### config.mk
export PLATFORM = sky130hd
export DESIGN_NAME = cache
export DESIGN_NICKNAME = d
export VERILOG_FILES = /design/src/design/cache_pkg.sv /design/src/design/cache_store_if.sv /design/src/design/cache_ctrl.sv /design/src/design/cache_store.sv /design/src/design/cache.sv
export VERILOG_INCLUDE_DIRS = /design/src /design/src/design
export SDC_FILE = /design/constraint.sdc
export NUM_CORES = 2
export LEC_CHECK = 0
export BUFFER_PORTS_ARGS = -buffer_cell sky130_fd_sc_hd__buf_4
export CAP_MARGIN = 10
export CORE_UTILIZATION = 50
export DETAILED_ROUTE_END_ITERATION = 8
export PLACE_DENSITY = 0.69
export SYNTH_ARGS = -nofsm -noshare
export SYNTH_HDL_FRONTEND = slang
export SYNTH_HIERARCHICAL = 1
export SYNTH_SLANG_ARGS = --single-unit
### constraint.sdc
create_clock -name clk -period 8 [get_ports clk]
set_input_delay 2 -clock clk [delete_from_list [all_inputs] [get_ports clk]]
set_output_delay 2 -clock clk [all_outputs]
set_load 0.01 [all_outputs]
### src/design/cache_consts.svh
`ifndef CACHE_CONSTS_SVH
`define CACHE_CONSTS_SVH

// processor side
`define CACHE_WORD_W      32
`define CACHE_ADDR_W      30

// memory side
`define CACHE_LINE_W      128
`define CACHE_MEM_ADDR_W  28

// line geometry
`define CACHE_WORDS       4
`define CACHE_OFFSET_W    2
`define CACHE_LINES       8
`define CACHE_INDEX_W     3
`define CACHE_TAG_W       25

// controller states
`define CACHE_ST_JUDGE    3'd0
`define CACHE_ST_WB       3'd1
`define CACHE_ST_MISS     3'd2
`define CACHE_ST_HIT      3'd3
`define CACHE_ST_SHOW     3'd4
`define CACHE_ST_STALL    3'd5

`endif

### src/design/cache_pkg.sv
`include "cache_consts.svh"

package cache_pkg;

    // one line, seen by memory as a single word and by the processor as four
    // word 0 sits in the low bits
    typedef union packed {
        logic [`CACHE_LINE_W-1:0]                   flat;
        logic [`CACHE_WORDS-1:0][`CACHE_WORD_W-1:0] words;
    } cache_line_u;

endpackage

### src/design/cache_store_if.sv
`timescale 1ns/1ns
`include "cache_consts.svh"

interface cache_store_if
    import cache_pkg::*;
();

    // request fields, from the controller
    logic [`CACHE_INDEX_W-1:0]  index;
    logic [`CACHE_TAG_W-1:0]    tag;
    logic [`CACHE_OFFSET_W-1:0] offset;
    logic [`CACHE_WORD_W-1:0]   wdata;
    logic                       word_wr;
    logic                       fill;
    cache_line_u                fill_line;

    // lookup results for the indexed line
    logic                       hit;
    logic                       dirty;
    logic [`CACHE_TAG_W-1:0]    victim_tag;
    cache_line_u                line;

    modport ctrl (
        output index, tag, offset, wdata, word_wr, fill, fill_line,
        input  hit, dirty, victim_tag, line
    );

    modport store (
        input  index, tag, offset, wdata, word_wr, fill, fill_line,
        output hit, dirty, victim_tag, line
    );

endinterface

### src/design/cache_ctrl.sv
`timescale 1ns/1ns
`include "cache_consts.svh"

module cache_ctrl
    import cache_pkg::*;
(
    input  logic                         clk,
    input  logic                         proc_reset,
    input  logic                         proc_read,
    input  logic                         proc_write,
    input  logic [`CACHE_ADDR_W-1:0]     proc_addr,
    input  logic [`CACHE_WORD_W-1:0]     proc_wdata,
    input  logic [`CACHE_LINE_W-1:0]     mem_rdata,
    input  logic                         mem_ready,
    output logic                         proc_stall,
    output logic [`CACHE_WORD_W-1:0]     proc_rdata,
    output logic                         mem_read,
    output logic                         mem_write,
    output logic [`CACHE_MEM_ADDR_W-1:0] mem_addr,
    output logic [`CACHE_LINE_W-1:0]     mem_wdata,
    cache_store_if.ctrl                  st
);

    logic                         proc_read_r;
    logic                         proc_write_r;
    logic [`CACHE_ADDR_W-1:0]     proc_addr_r;
    logic [`CACHE_WORD_W-1:0]     proc_wdata_r;
    logic                         mem_ready_r;
    logic                         mem_ready_q;
    cache_line_u                  mem_line_r;

    logic [2:0]                   state;
    logic [2:0]                   state_next;
    logic                         proc_stall_next;
    logic [`CACHE_WORD_W-1:0]     proc_rdata_next;
    logic                         mem_read_next;
    logic                         mem_write_next;
    logic [`CACHE_MEM_ADDR_W-1:0] mem_addr_next;
    logic [`CACHE_LINE_W-1:0]     mem_wdata_next;

    logic                         req;
    logic                         mem_ack;
    logic [`CACHE_MEM_ADDR_W-1:0] line_addr;

    always_ff @(posedge clk or posedge proc_reset) begin
        if (proc_reset) begin
            proc_read_r  <= 1'b0;
            proc_write_r <= 1'b0;
            mem_ready_r  <= 1'b0;
            mem_ready_q  <= 1'b0;
        end else begin
            proc_read_r  <= proc_read;
            proc_write_r <= proc_write;
            mem_ready_r  <= mem_ready;
            mem_ready_q  <= mem_ready_r;
        end
    end

    always_ff @(posedge clk) begin
        proc_addr_r     <= proc_addr;
        proc_wdata_r    <= proc_wdata;
        mem_line_r.flat <= mem_rdata;
    end

    assign req = proc_read_r | proc_write_r;
    // ready counts on its rising edge, so a held ready is taken once
    assign mem_ack = mem_ready_r & ~mem_ready_q;
    assign line_addr = proc_addr_r[`CACHE_ADDR_W-1:`CACHE_OFFSET_W];

    assign st.offset    = proc_addr_r[`CACHE_OFFSET_W-1:0];
    assign st.index     = proc_addr_r[`CACHE_OFFSET_W +: `CACHE_INDEX_W];
    assign st.tag       = proc_addr_r[`CACHE_ADDR_W-1 -: `CACHE_TAG_W];
    assign st.wdata     = proc_wdata_r;
    assign st.fill_line = mem_line_r;
    assign st.fill      = (state == `CACHE_ST_MISS) && mem_ack;
    assign st.word_wr   = (state == `CACHE_ST_HIT) && proc_write_r;

    always_comb begin
        state_next      = state;
        proc_stall_next = 1'b1;
        proc_rdata_next = proc_rdata;
        mem_read_next   = mem_read;
        mem_write_next  = mem_write;
        mem_addr_next   = mem_addr;
        mem_wdata_next  = mem_wdata;
        case (state)
            `CACHE_ST_JUDGE: begin
                if (req) begin
                    if (st.hit) begin
                        state_next = `CACHE_ST_HIT;
                    end else if (st.dirty) begin
                        // victim goes out first
                        state_next     = `CACHE_ST_WB;
                        mem_write_next = 1'b1;
                        mem_addr_next  = {st.victim_tag, st.index};
                        mem_wdata_next = st.line.flat;
                    end else begin
                        state_next    = `CACHE_ST_MISS;
                        mem_read_next = 1'b1;
                        mem_addr_next = line_addr;
                    end
                end
            end
            `CACHE_ST_WB: begin
                if (mem_ack) begin
                    state_next     = `CACHE_ST_MISS;
                    mem_write_next = 1'b0;
                    mem_read_next  = 1'b1;
                    mem_addr_next  = line_addr;
                end
            end
            `CACHE_ST_MISS: begin
                if (mem_ack) begin
                    state_next    = `CACHE_ST_HIT;
                    mem_read_next = 1'b0;
                end
            end
            `CACHE_ST_HIT: begin
                state_next      = `CACHE_ST_SHOW;
                proc_stall_next = 1'b0;
                if (proc_read_r) begin
                    proc_rdata_next = st.line.words[st.offset];
                end
            end
            `CACHE_ST_SHOW: begin
                state_next = `CACHE_ST_STALL;
            end
            `CACHE_ST_STALL: begin
                // lets the input registers pick up the next request
                state_next = `CACHE_ST_JUDGE;
            end
            default: begin
                state_next     = `CACHE_ST_JUDGE;
                mem_read_next  = 1'b0;
                mem_write_next = 1'b0;
            end
        endcase
    end

    always_ff @(posedge clk or posedge proc_reset) begin
        if (proc_reset) begin
            state      <= `CACHE_ST_JUDGE;
            proc_stall <= 1'b1;
            proc_rdata <= '0;
            mem_read   <= 1'b0;
            mem_write  <= 1'b0;
            mem_addr   <= '0;
            mem_wdata  <= '0;
        end else begin
            state      <= state_next;
            proc_stall <= proc_stall_next;
            proc_rdata <= proc_rdata_next;
            mem_read   <= mem_read_next;
            mem_write  <= mem_write_next;
            mem_addr   <= mem_addr_next;
            mem_wdata  <= mem_wdata_next;
        end
    end

endmodule

### src/design/cache_store.sv
`timescale 1ns/1ns
`include "cache_consts.svh"

module cache_store
    import cache_pkg::*;
(
    input  logic          clk,
    input  logic          proc_reset,
    cache_store_if.store  st
);

    cache_line_u               line_mem [`CACHE_LINES];
    logic [`CACHE_TAG_W-1:0]   tag_mem  [`CACHE_LINES];
    logic [`CACHE_LINES-1:0]   valid;
    logic [`CACHE_LINES-1:0]   dirty;

    // one-hot line select
    logic [`CACHE_LINES-1:0]   line_sel;

    // read side
    cache_line_u               rd_line;
    logic [`CACHE_TAG_W-1:0]   rd_tag;

    always_comb begin
        line_sel = '0;
        line_sel[st.index] = 1'b1;
    end

    always_comb begin
        rd_line = '0;
        rd_tag  = '0;
        for (int i = 0; i < `CACHE_LINES; i++) begin
            if (line_sel[i]) begin
                rd_line = line_mem[i];
                rd_tag  = tag_mem[i];
            end
        end
    end

    assign st.line       = rd_line;
    assign st.victim_tag = rd_tag;
    assign st.dirty      = |(dirty & line_sel);
    assign st.hit        = |(valid & line_sel) && (rd_tag == st.tag);

    // fill replaces the whole line, a word write touches one word
    always_ff @(posedge clk) begin
        for (int i = 0; i < `CACHE_LINES; i++) begin
            if (line_sel[i]) begin
                if (st.fill) begin
                    line_mem[i].flat <= st.fill_line.flat;
                    tag_mem[i]       <= st.tag;
                end else if (st.word_wr) begin
                    line_mem[i].words[st.offset] <= st.wdata;
                end
            end
        end
    end

    always_ff @(posedge clk or posedge proc_reset) begin
        if (proc_reset) begin
            valid <= '0;
            dirty <= '0;
        end else begin
            for (int i = 0; i < `CACHE_LINES; i++) begin
                if (line_sel[i]) begin
                    if (st.fill) begin
                        valid[i] <= 1'b1;
                        dirty[i] <= 1'b0;
                    end else if (st.word_wr) begin
                        dirty[i] <= 1'b1;
                    end
                end
            end
        end
    end

endmodule

### src/design/cache.sv
`timescale 1ns/1ns
`include "cache_consts.svh"

module cache (
    input  logic                         clk,
    input  logic                         proc_reset,

    // processor side
    input  logic                         proc_read,
    input  logic                         proc_write,
    input  logic [`CACHE_ADDR_W-1:0]     proc_addr,
    input  logic [`CACHE_WORD_W-1:0]     proc_wdata,
    output logic                         proc_stall,
    output logic [`CACHE_WORD_W-1:0]     proc_rdata,

    // memory side
    output logic                         mem_read,
    output logic                         mem_write,
    output logic [`CACHE_MEM_ADDR_W-1:0] mem_addr,
    output logic [`CACHE_LINE_W-1:0]     mem_wdata,
    input  logic [`CACHE_LINE_W-1:0]     mem_rdata,
    input  logic                         mem_ready
);

    cache_store_if st_if ();

    cache_ctrl cache_ctrl_u (
        .clk        (clk),
        .proc_reset (proc_reset),
        .proc_read  (proc_read),
        .proc_write (proc_write),
        .proc_addr  (proc_addr),
        .proc_wdata (proc_wdata),
        .mem_rdata  (mem_rdata),
        .mem_ready  (mem_ready),
        .proc_stall (proc_stall),
        .proc_rdata (proc_rdata),
        .mem_read   (mem_read),
        .mem_write  (mem_write),
        .mem_addr   (mem_addr),
        .mem_wdata  (mem_wdata),
        .st         (st_if.ctrl)
    );

    cache_store cache_store_u (
        .clk        (clk),
        .proc_reset (proc_reset),
        .st         (st_if.store)
    );

endmodule

-- Word level (Yosys, flattened, before mapping)
Memories as Yosys holds them, arrays and structs flattened.
Cells that the tools add are included.
- memory bits (writable): 1224
- register bits after elaboration: 404
- memories: 2
- logic and storage cells: 2275
- input bits: 195
- magnitude comparators: 4
- multiplexer cells: 1147
- reductions and logical operators: 48
- eq/ne operators: 12
- bitwise gates (word level): 1032
- memory list (memory ; depth ; width ; read ports ; clocked after Yosys merged registers in ; write ports ; line ; text):
    cache_store_u.line_mem ; 8 ; 128 ; 8 ; 0 ; 1 ; cache_store.sv:12 ; cache_line_u line_mem [`CACHE_LINES];
    cache_store_u.tag_mem ; 8 ; 25 ; 8 ; 0 ; 1 ; cache_store.sv:13 ; logic [`CACHE_TAG_W-1:0] tag_mem [`CACHE_LINES];
- operator list (operator ; count):
    $mux 128 ; 30
    $mux 1 ; 1070
    $or 1x1->1 ; 1025
    $reduce_or 128->1 ; 7
    $mux 25 ; 15
    $reduce_or 25->1 ; 7
    $mux 28 ; 4
    $bmux 32 s2 ; 1
    $demux 32 s2 ; 1
    $mux 32 ; 2
    $pmux 28 s2 ; 1
    $mux 3 ; 18
    $reduce_and 2->1 ; 17
    $eq 25x25->1 ; 1
    $and 8x8->8 ; 2
    $reduce_or 8->1 ; 2
    $pmux 3 s5 ; 1
    $ne 2x1->1 const B ; 4
    $reduce_and 4->1 ; 2
    $eq 3x2->1 const B ; 2
    $eq 3x3->1 const B ; 2
    $reduce_and 6->1 ; 1
    $logic_and 1x1->1 ; 5
    $reduce_and 5->1 ; 1
    other kinds (17) ; 22

-- Logic depth before layout (Yosys ltp)
- depth in word-level cells: 17
- mapped depth: 17

-- Hierarchy
The synthesis kept the hierarchy.
- by module, submodules not included (module ; times used ; area each (um^2) ; cells an instance):
    cache_store ; 1 ; 60275.3 ; 3796
    cache_ctrl ; 1 ; 12523.3 ; 707

-- Worst setup path before layout
No wires, ideal clock.
- path kind: register -> register
- from: reg cache_ctrl_u.proc_addr_r[3]
- to: mem cache_store_u/line_mem[1][480] (netlist name), enable pin
- path slack: 3.663 ns
- cell stages (with the launch flop): 9
- required time: 7.534 ns
- path buffers: 4
- arrival time: 3.872 ns
- clock period less this slack: 4.337 ns
- library setup time: 0.466 ns
- cell sequence: dfxtp_1 -> buf_4 -> buf_2 -> buf_2 -> buf_4 -> nand2_2 -> nor2_1 -> nand2_1 -> o21ai_0
- word-level cells in the longest chain between the ends: 15
- elaborated cells on any way between the ends: 955
- those cells by class: order compare: 2; mux: 48; bitwise: 897; reduce/logical: 8
- RTL lines (element ; line ; text):
    start, declared ; cache_ctrl.sv:26 ; logic [`CACHE_ADDR_W-1:0] proc_addr_r;
    start signal, assigned ; cache_ctrl.sv:60 ; proc_addr_r <= proc_addr;
    $lt 3x4->1 (not written as such) or $ge 3x1->1 (tied branches) ; cache_store.sv:26 ; line_sel[st.index] = 1'b1;
    $logic_and 1x1->1 (not written as such) ; cache_store.sv:26 ;
    $mux 1 (not written as such) ; cache_store.sv:26 ;
    $demux 1 s3 * ; n/a ;
    $mux 1 ; cache_store.sv:48 ; if (line_sel[i]) begin
    $mux 1 (not written as such) or $mux 128 (tied branches) ; cache_store.sv:50, cache_store.sv:53 ;
    $or 1x1->1 (no line) ; n/a ;
    $reduce_or 128->1 (no line) ; n/a ;
    $mux 3 (no line) or $mux 128 (tied branches) (7 in series) ; n/a ;
    end, declared ; cache_store.sv:12 ;
Mark *: on every way between the ends. The rest lies on a longest branch, timed or not.

-- Worst setup path in the final report
- from: reg cache_ctrl_u.proc_addr_r[3]
- to: reg cache_ctrl_u.mem_wdata[111]
- elaborated cells on any way between the ends: 29
- those cells by class: order compare: 2; eq/ne: 1; mux: 18; bitwise: 3; reduce/logical: 5
- RTL lines (element ; line ; text):
    $lt 3x4->1 (not written as such) or $ge 3x1->1 (tied branches) ; cache_store.sv:26 ;
    $logic_and 1x1->1 (not written as such) ; cache_store.sv:26 ;
    $mux 1 (not written as such) ; cache_store.sv:26 ;
    $demux 1 s3 * ; n/a ;
    $and 8x8->8 * ; cache_store.sv:42 ; assign st.dirty = |(dirty & line_sel);
    $reduce_or 8->1 * ; cache_store.sv:42 ;
    named net st_if.dirty ; cache_store_if.sv:19 ; logic dirty;
    $reduce_and 4->1 (no line) * ; n/a ;
    end signal, assigned ; cache_ctrl.sv:156 ; mem_wdata <= mem_wdata_next;
    end, declared ; cache_ctrl.sv:20 ; output logic [`CACHE_LINE_W-1:0] mem_wdata,
The timed path passes the listed nets; every way through them passes the cells marked *.
A chain may end at the register's enable or synchronous reset.

==> summary.md <==
| Metric | Value |
|---|---|
| Run status | `finished with violations` |
| Violated checks | `design-rule violations` |
| Placeable core area | `between 0.1 and 0.15 mm^2` |
| Number of setup violations in the final report | `0` |
| Num rows | `about 140` |
| Final nets | `4997` |
| Global Route Usage Sum | `between 20% and 30%` |
| Buf+Inv Stages, Crit Path | `3` |
| DRC violations left | `18` |
| Dpl cell area | `0.07763 mm^2` |
| Final non-filler cell total | `6856` |
| Final Critical Period | `approximately 5.1 ns` |
| Worst slack after detailed placement | `between 2 and 3 ns` |
| Fraction of the core area covered by cells at the end of the flow | `57.88%` |
| P per Cell Area | `259.5 mW/mm^2` |
| Number of buffers created by CTS | `approximately 170` |
| Die W | `383.6 um` |
| Source of the worst hold timing path | `cache_store_u/valid[3]$_DFFE_PP0P_` |
| Count of boundary I/O pins | `386` |
| Synthesis Warnings | `6` |
| Via count of the first global-routing pass | `43.62k` |
| Overflow left after global routing | `0` |
| Summed instance area of the synthesized netlist | `between 0.07 and 0.08 mm^2` |
| Clock-pin slew on the worst setup and hold paths | `approximately 0.06 ns` |
| Post-Route Skew | `approximately 0.048 ns` |
| EDFF count, synth | `roughly 1.2k` |
| Post-Syn Area per Cell | `around 16 um^2` |
| Maximum capacitance violations | `0` |
| Overall Power | `between 20 and 25 mW` |
| Count of input and output buffers | `a little under 400` |
| Violation count after the first detailed-routing iteration | `4554` |
| Post-CTS sizing | `0` |
| Leakage power total | `around 30 nW` |
| Sum Neg Setup Slack | `0 ns` |
| TritonCTS clock tree | `yes` |
| Number of vias in the routed layout | `~43k` |
| Clock Sinks | `between 1.5k and 2k` |
| Leading register cell type out of synthesis | `edfxtp_1` |
| Endpoint type of the worst setup path | `flip-flop` |
| Kind of launch point of the worst setup path | `flip-flop` |
| Data required, critical path | `slightly below 9 ns` |
| Critical path type | `flip-flop to flip-flop` |
| Fraction of the cycle the final worst path needs | `a little under two thirds` |
| Crit-path leading delay family | `simple AND/OR/NAND/NOR gates` |
| Rel. slew slack | `7.118%` |
| Net count of the mapped netlist | `around 4.7k` |
| Cell count of the worst hold path | `1` |
| Fraction of registers with async set/reset | `a little over an eighth` |
| Fin. max-slew vios | `0` |
| Post-detail-place hpwl | `around 130 mm` |
| Destination of the worst register-to-register timing path | `cache_ctrl_u/mem_wdata[111]$_DFFE_PP0P_` |
| Clock buffer depth | `3` |
| Antenna-violating nets left | `0` |
| Die area | `0.1471 mm^2` |
| Most repeated library cell on the critical path | `buf_12` |
| Summed area of non-filler cells in the final layout | `about 0.083 mm^2` |
| Share of final-layout standard cells stronger than drive strength 1 | `a little under half` |
| Setup repair after global routing missed its margin | `false` |
| Crit path largest cell delay | `1.03 ns` |
| Global-route wire length before repair | `310.6 mm` |
| Fmax | `between 150 and 200 MHz` |
| Die outline height | `approximately 380 um` |
| Initial Util | `between 50% and 60%` |
| Layout Area Growth over Synthesis | `14.50%` |
| Count of TritonRoute iterations in the first routing pass | `8` |
| Post-CTS Repair Setup Buffers | `0` |
| Final hold violations | `0` |
| Number of antenna violations at the first check in global routing | `23` |
| Minimum hold slack | `0.4657 ns` |
| Deepest level of the CTS H-tree | `4` |
| Vias per cell | `6.322` |
| CTS Hold Bufs | `0` |
| Clock Tree Root | `clkbuf_16` |
| Netlist cell types | `65` |
| Arrival @ worst endpoint | `just under 6 ns` |
| Transition time at the pin with the least slew margin | `around 1.4 ns` |
| Worst-skew pair later-pin latency | `a little over 0.8 ns` |
| RD Place Congestion | `about 0.85` |
| Critical path, cell by cell | `buf_12 -> buf_12 -> nor2_4 -> a22oi_1 -> o22ai_1 -> nand4_1 -> buf_12 -> mux2_1` |
| Routed len/inst | `31.68 um` |
| Register-to-Register Path Depth | `8` |
| Sink of the worst hold path | `cache_store_u/valid[3]$_DFFE_PP0P_` |
| Proportion of synthesized chip area in sequential cells | `approximately 63%` |
| Post-synthesis sequential element count | `approximately 1.6k` |
| Reg2reg setup slack | `roughly 2.9 ns` |
| Kind of path behind the tightest hold check | `flip-flop to flip-flop` |
| Largest net degree at the start of global routing | `between 100 and 150` |
| Maximum fanout count along the critical path | `roughly 130` |
| Library cell contributing the largest single delay on the critical path | `nor2_4` |
| Peak supply drop | `~210 uV` |
| Minimum setup slack in the final design | `approximately 2.9 ns` |
| Beginning of the worst register-to-register path | `cache_ctrl_u/proc_addr_r[3]$_DFF_P_` |
| Total routed wirelength | `217.2 mm` |
| Number of fill cells in the layout | `11.16k` |
| Cells after Synth | `4503` |
| # placed instances | `approximately 6.5k` |
-- layout make-up --
class	count	area (um^2)	area share [%]
diodes	3	7.507	0.009006
clock buffers	241	4861	5.832
clock inverters	78	772.0	0.9262
inverters	25	111.4	0.1336
multi-input cells	2468	25330	30.38
flip-flops and latches	1628	45930	55.10
well taps	1903	2381	2.857
repair buffers	510	3964	4.755
-- synth_stat cells (6+ instances only) --
library cell | count | area (um^2)
o221ai_1 | 20 | 175.2
edfxtp_1 | 1224 | 36760
mux2_2 | 1199 | 13500
nand3_1 | 11 | 55.05
buf_4 | 30 | 225.2
buf_1 | 37 | 138.9
buf_2 | 97 | 485.5
mux4_2 | 156 | 3513
nand2_1 | 223 | 837.1
mux2_1 | 100 | 1126
o21ai_0 | 90 | 450.4
buf_6 | 20 | 225.2
a21oi_1 | 97 | 485.5
mux4_1 | 6 | 157.7
a211oi_1 | 6 | 45.04
xor2_1 | 11 | 96.34
xnor2_1 | 14 | 122.6
o22ai_1 | 8 | 50.05
clkbuf_1 | 197 | 739.5
mux2_4 | 29 | 435.4
a22oi_1 | 45 | 337.8
dfxtp_1 | 190 | 3804
mux2i_1 | 150 | 1501
dfrtp_1 | 213 | 5330
inv_1 | 24 | 90.09
nor2_1 | 93 | 349.1
a221oi_1 | 99 | 867.1
o2bb2ai_1 | 27 | 236.5
nand2b_1 | 15 | 93.84
or2_2 | 6 | 37.54
nor2b_1 | 10 | 62.56
-- flip-flops by register name, summed over array words and instances, names as in the netlist --
signal                     flops
cache_ctrl_u/mem_wdata       128
cache_ctrl_u/mem_read          1
cache_ctrl_u/proc_write_r      1
cache_ctrl_u/state             3
cache_store_u/tag_mem        200
cache_ctrl_u/st.fill_line    128
cache_ctrl_u/proc_rdata       32
cache_ctrl_u/mem_addr         28
cache_store_u/valid            8
cache_ctrl_u/proc_read_r       1
cache_store_u/line_mem      1024
cache_ctrl_u/proc_addr_r      30
cache_ctrl_u/mem_ready_q       1
cache_ctrl_u/st.wdata         32
cache_store_u/dirty            8
cache_ctrl_u/proc_stall        1
cache_ctrl_u/mem_ready_r       1
cache_ctrl_u/mem_write         1
-- layout by cell type (no fill, tap or decap), types with 45 or more instances in the layout --
master,count
mux2_1,100
mux2_2,1199
mux2i_1,150
mux4_2,156
a22oi_1,45
clkbuf_16,178
nand2_1,186
dfxtp_1,185
clkbuf_1,46
edfxtp_1,1224
a21oi_1,97
o21ai_0,79
nor2_1,78
a221oi_1,99
dfrtp_1,213
buf_4,501
-- routing by layer --
metal,share of wire [%],global-route usage [%]
met5,0.012,0
met4,3.6,11.04
met3,9.7,7.051
met2,47,45.91
met1,40,39.82
-- worst max-delay path by stage --
stage                                   startpoint                                      end  slack [ns]  cells after the start
6_report       cache_ctrl_u/proc_addr_r[3]$_DFF_P_  cache_ctrl_u/mem_wdata[111]$_DFFE_PP0P_        2.88                      8
5_1_grt        cache_ctrl_u/proc_addr_r[2]$_DFF_P_   cache_ctrl_u/mem_wdata[83]$_DFFE_PP0P_        2.70                     11
4_1_cts        cache_ctrl_u/proc_addr_r[2]$_DFF_P_     cache_ctrl_u/mem_addr[7]$_DFFE_PP0P_        2.93                     11
3_5_place_dp   cache_ctrl_u/proc_addr_r[2]$_DFF_P_     cache_ctrl_u/mem_addr[9]$_DFFE_PP0P_        2.95                     11
3_3_place_gp   cache_ctrl_u/proc_addr_r[2]$_DFF_P_     cache_ctrl_u/mem_addr[9]$_DFFE_PP0P_        3.00                     11
2_1_floorplan                           proc_reset     cache_ctrl_u/mem_addr[0]$_DFFE_PP0P_        0.60                      1
-- kinds of logic after synthesis --
family	share of synthesized area [%]
muxes	27.80
DFF	63.07
AOI/OAI and AO/OA	3.862
buffers and inverters	2.642
and+or+nand+nor	2.305
xor gates and xnor gates	0.3231
-- report_power, final --
| group | internal [mW] | switching, mW |
|---|---|---|
| sequential | 9.81 | 0.583 |
| clock | 4.46 | 3.49 |
| combinational | 1.69 | 1.59 |
| total | 16.0 | 5.67 |
-- worst reg2reg max path, stage by stage (launching register included) --
cell     delay, ns
dfxtp_4       0.56
buf_12        0.42
buf_12        0.47
nor2_4        1.10
a22oi_1       0.33
o22ai_1       0.79
nand4_1       0.29
buf_12        0.37
mux2_1        0.67
Power figures use the tool's default switching activity.
